File: src/hw/fu_pkg.sv
`default_nettype none

package fu_pkg;

    //////////////////////////////////////////////////////////////////////
    // unit categories and operations
    //////////////////////////////////////////////////////////////////////

    typedef enum logic {
        kind_alu  = 1'b0,
        kind_mult = 1'b1
    } fu_kind_t;

    // alu codes first, multiplier after
    typedef enum logic [3:0] {
        op_add = 4'd0,
        op_sub = 4'd1,
        op_and = 4'd2,
        op_or  = 4'd3,
        op_xor = 4'd4,
        op_slt = 4'd5,
        op_sll = 4'd6,
        op_srl = 4'd7,
        op_mul = 4'd8
    } fu_op_t;

    //////////////////////////////////////////////////////////////////////
    // result held in a unit until it wins the bus
    //////////////////////////////////////////////////////////////////////

    // same layout as the broadcast word
    typedef struct packed {
        logic        valid;
        logic [4:0]  tag;
        logic [31:0] value;
    } fu_result_t;

endpackage

`default_nettype wire

File: src/hw/rs_pkg.sv
`default_nettype none

package rs_pkg;

    //////////////////////////////////////////////////////////////////////
    // widths
    //////////////////////////////////////////////////////////////////////

    localparam int tag_w = 5;
    localparam int xlen  = 32;

    typedef logic [tag_w-1:0] tag_t;
    typedef logic [xlen-1:0]  value_t;

    //////////////////////////////////////////////////////////////////////
    // station words
    //////////////////////////////////////////////////////////////////////

    // value is meaningful once ready, tag until then
    typedef struct packed {
        tag_t   tag;
        value_t value;
        logic   ready;
    } operand_t;

    // unused sources come in ready with zero value
    typedef struct packed {
        logic             valid;
        fu_pkg::fu_kind_t kind;
        fu_pkg::fu_op_t   op;
        tag_t             dest;
        operand_t         src1;
        operand_t         src2;
    } dispatch_t;

    // one result per cycle at most
    typedef struct packed {
        logic   valid;
        tag_t   tag;
        value_t value;
    } cdb_t;

endpackage

`default_nettype wire

File: src/hw/cdb_arbiter.sv
`default_nettype none

module cdb_arbiter #(
    parameter int num_alu  = 4,
    parameter int num_mult = 2
) (
    input  logic                               clock,
    input  logic                               reset,
    input  fu_pkg::fu_result_t [num_alu-1:0]   alu_results,
    input  fu_pkg::fu_result_t [num_mult-1:0]  mult_results,
    output logic               [num_alu-1:0]   alu_grant,
    output logic               [num_mult-1:0]  mult_grant,
    output rs_pkg::cdb_t                       cdb
);
    import fu_pkg::*;

    localparam int units = num_alu + num_mult;
    localparam int ptr_w = (units > 1) ? $clog2(units) : 1;

    fu_result_t [units-1:0] ring;
    logic       [units-1:0] grant;
    logic       [ptr_w-1:0] ptr;
    logic       [ptr_w-1:0] sel;

    // alus occupy the low slots of the ring
    assign ring = {mult_results, alu_results};

    // walk backwards so the slot nearest the pointer wins
    always_comb begin
        int idx;
        grant = '0;
        sel   = '0;
        for (int k = units - 1; k >= 0; k--) begin
            idx = (int'(ptr) + k) % units;
            if (ring[idx].valid) begin
                grant      = '0;
                grant[idx] = 1'b1;
                sel        = ptr_w'(idx);
            end
        end
    end

    always_comb begin
        cdb = '0;
        if (|grant) begin
            cdb.valid = 1'b1;
            cdb.tag   = ring[sel].tag;
            cdb.value = ring[sel].value;
        end
    end

    always_ff @(posedge clock) begin
        if (reset) begin
            ptr <= '0;
        end else if (|grant) begin
            ptr <= (int'(sel) == units - 1) ? '0 : sel + 1'b1;
        end
    end

    assign alu_grant  = grant[num_alu-1:0];
    assign mult_grant = grant[units-1:num_alu];

    a_one_grant: assert property (@(posedge clock) disable iff (reset)
        $onehot0(grant));

endmodule

`default_nettype wire

File: config.mk
export PLATFORM = sky130hd
export DESIGN_NAME = cdb_arbiter
export DESIGN_NICKNAME = d
export VERILOG_FILES = /design/src/hw/fu_pkg.sv /design/src/hw/rs_pkg.sv /design/src/hw/cdb_arbiter.sv
export SDC_FILE = /design/constraint.sdc
export NUM_CORES = 1
export LEC_CHECK = 0
export ABC_AREA = 1
export BUFFER_PORTS_ARGS = -buffer_cell sky130_fd_sc_hd__buf_2
export CORE_MARGIN = 5
export CORE_UTILIZATION = 43
export CTS_BUF_LIST = sky130_fd_sc_hd__clkbuf_8
export CTS_CLUSTER_SIZE = 10
export DETAILED_ROUTE_END_ITERATION = 6
export GPL_TIMING_DRIVEN = 0
export PLACE_DENSITY_LB_ADDON = 0.08
export SETUP_SLACK_MARGIN = 0.15
export SYNTH_ARGS = -nofsm -noshare
export SYNTH_HDL_FRONTEND = slang
export SYNTH_SLANG_ARGS = --single-unit
File: constraint.sdc
create_clock -name clock -period 5.2 [get_ports clock]
set_clock_uncertainty 0.15 [all_clocks]
set_input_delay 0.78 -clock clock [delete_from_list [all_inputs] [get_ports clock]]
set_output_delay 0.78 -clock clock [all_outputs]
set_load 0.005 [all_outputs]
==> flow_metrics.tcl, run 1 <==
set metrics [dict create \
    outcome "finished with violations" \
    violations "design-rule violations" \
    grt_max_degree 12 \
    regArea_um2 68.8 \
    multi_input_area_um2 4540 \
    finalCritPeriodShare 0.955 \
    largest_register_ffs 3 \
    ys.warnings.count 0 \
    antenna_found_initial 6 \
    ios 274 \
    coreArea_um2 12000 \
    synthMuxAreaShare 0 \
    regMostFlops "ptr" \
    grt_pass1_wl_um 36700 \
    synth_compound_area_frac 0.0878 \
    cts.sinks 3 \
    hold_viol 0 \
    numCtsBuffers 3 \
    final_common_cell "nand2_1" \
    fmax_mhz 201 \
    max_stage_delay_ps 340 \
    die_area_um2 14500 \
    tightest_slew_ps 781 \
    stdcell_count 1541 \
    syn_area_per_cell_um2 4.89 \
    crit_buf_inv 10 \
    ys_ff_latch 3 \
    via_per_inst 5.34 \
    globalRouteTotalUtil 0.309 \
    hold_start "ptr[1]" \
    drt-initial-drc-count 909 \
    dpl.hpwl_um 19700 \
    final_net_count 1643 \
    nFillCells 1215 \
    cts.hold.buffers_added 0 \
    synthSimpleGateAreaFrac 0.673 \
    max_cap_violations 0 \
    area_delta_synth_final_pct 47.1 \
    ctsLongestPathBuffers 2 \
    arrival_ps 4040 \
    post-route-drc-count 6 \
    slew_violations 0 \
    drt_wl_total_um 25300 \
    grt_pass1_vias 7112 \
    drtPass1Iterations 7 \
    ys_seq_area_frac 0.0114 \
    syn-cell-area_um2 5250 \
    slowest_stage "dfxtp_4" \
    routedWlPerCell_um 16.4 \
    clockRootBuffer "clkbuf_8" \
    top_regs "ptr (3)" \
    die_h_um 120 \
    final-setup-viol-count 0 \
    cp-start-kind "flop" \
    clkTransAtPathRegs_ps 30 \
    clock_latency_ps 220 \
    cp-startpoint "ptr[0]" \
    cp-end-kind "output pin" \
    synthCells 1073 \
    ant_nets 0 \
    rr_startpoint "ptr[0]" \
    synth_top_family_by_area "simple AND/OR/NAND/NOR gates" \
    dp.cells 1493 \
    layout_common_cells "369 x nand2_1, 281 x buf_2, 163 x nand3_1" \
    synth_cell_types 36 \
    critPathKind "reg -> out" \
    tritoncts "yes" \
    place_congestion 0.969 \
    cp_top_family "simple AND/OR/NAND/NOR gates" \
    num_rows 40 \
    maxSlewHeadroom 0.474 \
    port_buffers 273 \
    vias 8223 \
    syn_nets 1323 \
    die-width_um 120 \
    synth_fa_ha_area_frac 0.0477 \
    min_period_ps 4970 \
    crit_fanout 10 \
    grt_overflow 0 \
    synth-xor-area-share 0.00501 \
    hold_path.class "reg -> reg" \
    rsz0062_at_grt "true" \
    htree_levels 1 \
    drive_above_1_share 0.351 \
    cp.required_ps 4270 \
    start_util 0.439 \
]
## per-stage QoR
| stage | utilization | setup TNS [ps] | hold WS, ps | instance area, µm² | setup slack [ps] |
|---|---|---|---|---|---|
| after detailed placement | 0.568 | -32030 | 713 | 6800 | -908 |
| after global routing | 0.645 | 0 | 700 | 7720 | 34.0 |
| final | 0.645 | 0 | 667 | 7720 | 233 |
| after floorplan | - | 0 | 612 | 5250 | 349 |
| after CTS | 0.591 | 0 | 680 | 7070 | 182 |
| after global placement | 0.568 | -30320 | 696 | 6800 | -870 |
## final timing paths
kind | to | slack (ps) | cells past startpoint
worst min register to register | ptr[1] | 670 | 5
worst max register to register | ptr[2] | 1380 | 30
worst min-delay path | ptr[1] | 670 | 5
worst max-delay path | cdb[3] | 230 | 31
## cell type report
type	instances	area share
antenna	2	0.000648
clock buffer	3	0.00535
buffer	70	0.0741
multi-input combinational	860	0.588
tap	147	0.0238
clock inverter	1	0.000486
timing repair buffer	315	0.228
inverter	140	0.0700
sequential	3	0.00891
## per-layer routing
metal  GRT usage  vias to the layer above  wire (µm)
met3      0.0594                       62       2640
met4      0.0779                        8        766
met5           0                        -         60
met1       0.419                     3650      10300
met2       0.503                      447      11500
li1            -                     4056          -
## worst reg2reg max path, delay by kind of cell (launching register included)
kind / cells / cell delay, ps
compound gates: 1 / 210
fa+ha+maj: 2 / 380
buf+inv: 9 / 920
flops: 1 / 340
simple gates: 18 / 1710
## Yosys cell counts
cell,instances,area share
nor3_1,8,0.0076
nand2_4,4,0.0086
nand2_2,15,0.018
o21ai_1,8,0.0076
nand4_1,14,0.017
a21boi_0,1,0.0014
o21bai_1,1,0.0014
xor2_1,3,0.0050
dfxtp_1,3,0.011
o21ai_0,11,0.010
nor2_4,3,0.0064
o21ai_4,1,0.0031
buf_6,9,0.019
inv_4,1,0.0012
nand3_2,4,0.0076
nand3b_1,74,0.11
ha_1,20,0.048
buf_1,8,0.0057
clkbuf_1,20,0.014
nor2_1,71,0.051
or2_1,1,0.0012
o21ai_2,3,0.0050
buf_4,8,0.011
nor3_2,1,0.0019
nand2_1,386,0.28
nor2_2,4,0.0048
inv_1,123,0.088
nand4_4,1,0.0041
a21oi_1,44,0.042
nand3_1,171,0.16
o211ai_1,3,0.0043
inv_2,16,0.011
a31oi_1,1,0.0012
buf_2,25,0.024
a21oi_2,6,0.010
o22ai_1,1,0.0012
## repair_timing
action / CTS / global route
buffers inserted: 7 / 30
resized for setup: 57 / 88
cloned: 0 / 5
pin swaps: 6 / 35
setup endpoints to repair: 44 / 38
## cell families after synthesis
family / after synthesis
and+or+nand+nor: 757
buffers and inverters: 210
AOI/OAI and AO/OA: 80
adders and majority gates: 20
xor gates and xnor gates: 3
DFF: 3
Power of run 1 is left out: the tool's default activity adds up to more than one toggle a clock period on the data nets, which glitch-free logic cannot reach.
==> run 2, diff against run 1 <==
- MAX_ROUTING_LAYER: not set -> met4
- SLEW_MARGIN: not set -> 0
- clock period: 5.2 -> 4.95 ns (I/O delays scaled with it)
==> run 2 against run 1 <==
  * The run now ends clean
  * Sequential share of layout area about the same
  * Cell count is 1.5% higher
  * Critical path depth down 2
  * Largest cell class unchanged
==> flow_metrics.tcl, run 2 (synthesis results as in run 1) <==
set metrics [dict create \
    clkTransAtPathRegs_ps 30 \
    outcome "completed" \
    final_net_count 1659 \
    finalCritPeriodShare 0.953 \
    ff2ff_path_depth 31 \
    coreArea_um2 12000 \
    htree_levels 1 \
    tightest_slew_ps 719 \
    arrival_ps 3820 \
    cp-startpoint "ptr[0]" \
    tritoncts "yes" \
    dpl.hpwl_um 19800 \
    die-width_um 120 \
    rsz0062_at_grt "true" \
    drtPass1Iterations 7 \
    ios 274 \
    vias 8345 \
    num_rows 40 \
    clockRootBuffer "clkbuf_8" \
    grt_max_degree 11 \
    final-setup-viol-count 0 \
    maxSlewHeadroom 0.515 \
    cp-start-kind "flop" \
    min_to "ptr[1]" \
    place_ws_ps -941 \
    slew_violations 0 \
    die_area_um2 14500 \
    top_regs "ptr (3)" \
    drt-initial-drc-count 890 \
    via_per_inst 5.34 \
    fin_ws_ps 234 \
    place_congestion 0.984 \
    critPathKind "reg -> out" \
    start_util 0.439 \
    final_common_cell "nand2_1" \
    grt_pass1_wl_um 37600 \
    globalRouteTotalUtil 0.326 \
    area_delta_synth_final_pct 56.6 \
    cp-end-kind "output pin" \
    drive_above_1_share 0.401 \
    cts.sinks 3 \
    numCtsBuffers 3 \
    ant_nets 0 \
    grt_pass1_vias 7275 \
    reg2reg_to "ptr[2]" \
    routedWlPerCell_um 16.9 \
    post-route-drc-count 0 \
    cp.required_ps 4060 \
    finalSetupTns_ps 0 \
    hold_path.class "reg -> reg" \
    min_period_ps 4720 \
    regMostFlops "ptr" \
    largest_register_ffs 3 \
    clock_latency_ps 220 \
    r2r_slack_ps 1120 \
    layout_common_cells "352 x nand2_1, 279 x buf_2, 147 x nand3_1" \
    rr_startpoint "ptr[0]" \
    die_h_um 120 \
    whs_ps 595 \
    slowest_stage "dfxtp_4" \
    hold_viol 0 \
    max_cap_violations 0 \
    max_stage_delay_ps 350 \
    hold_start "ptr[1]" \
    grt_overflow 0 \
    hold_path_depth 5 \
    port_buffers 273 \
    crit_fanout 10 \
    antenna_found_initial 9 \
    ctsLongestPathBuffers 2 \
    drt_wl_total_um 26400 \
    final_util 0.687 \
    fmax_mhz 212 \
]
## run 2: changes by cell type in the layout (fill, tap and decap cells not counted), sizes merged
cell | before | now
clkbuf | 38 | 37
clkinvlp | 2 | 1
buf | 350 | 367
clkinv | 0 | 1
diode | 2 | 9
## run 2: worst max-delay path by stage
stage,end,cells past startpoint
3_5_place_dp,cdb[32],28
6_report,cdb[23],29
4_1_cts,cdb[16],32
3_3_place_gp,cdb[32],28
2_1_floorplan,cdb[15],28
5_1_grt,cdb[2],28
## run 2: repair_timing
action                     4_1_cts  5_1_grt
setup endpoints to repair       45       38
gates cloned                     3        5
hold buffers                     0        0
setup buffers                   27       23
pin swaps                       27       83
resized for setup               94      148
## run 2: routing by layer
layer  vias to the layer above  GRT usage  part of all wire
met3                        54     0.0552             0.097
met5                         -          -                 0
met1                      3743      0.423              0.41
met2                       453      0.525              0.47
li1                       4095          -                 -
met4                         0     0.0935             0.028
## run 2: final cells by class
class                      instances  area, µm²
multi-input combinational        860       4800
fill                            1154       3750
timing repair buffer             331       1940
buffer                            70        609
inverter                         140        547
tap                              147        184
sequential                         3       71.3
clock buffer                       3       41.3
antenna                            9       22.5
clock inverter                     1       3.75
## run 2: through the flow
step	std cells	cell area, µm²
floorplan	1073	5250
global placement	1493	6800
detailed placement	1493	6800
CTS	1527	7430
global route	1564	8220
finish	1564	8220
## run 2: worst max-delay path, delay by kind of cell (launching register included)
kind	cells	cell delay, ps
flip-flops	1	350
AND/OR/NAND/NOR	15	1420
adder cells (fa/ha/maj)	2	380
buffers and inverters	11	1300
AO/OA/AOI/OAI	1	160
Power of run 2 is left out for the same reason.
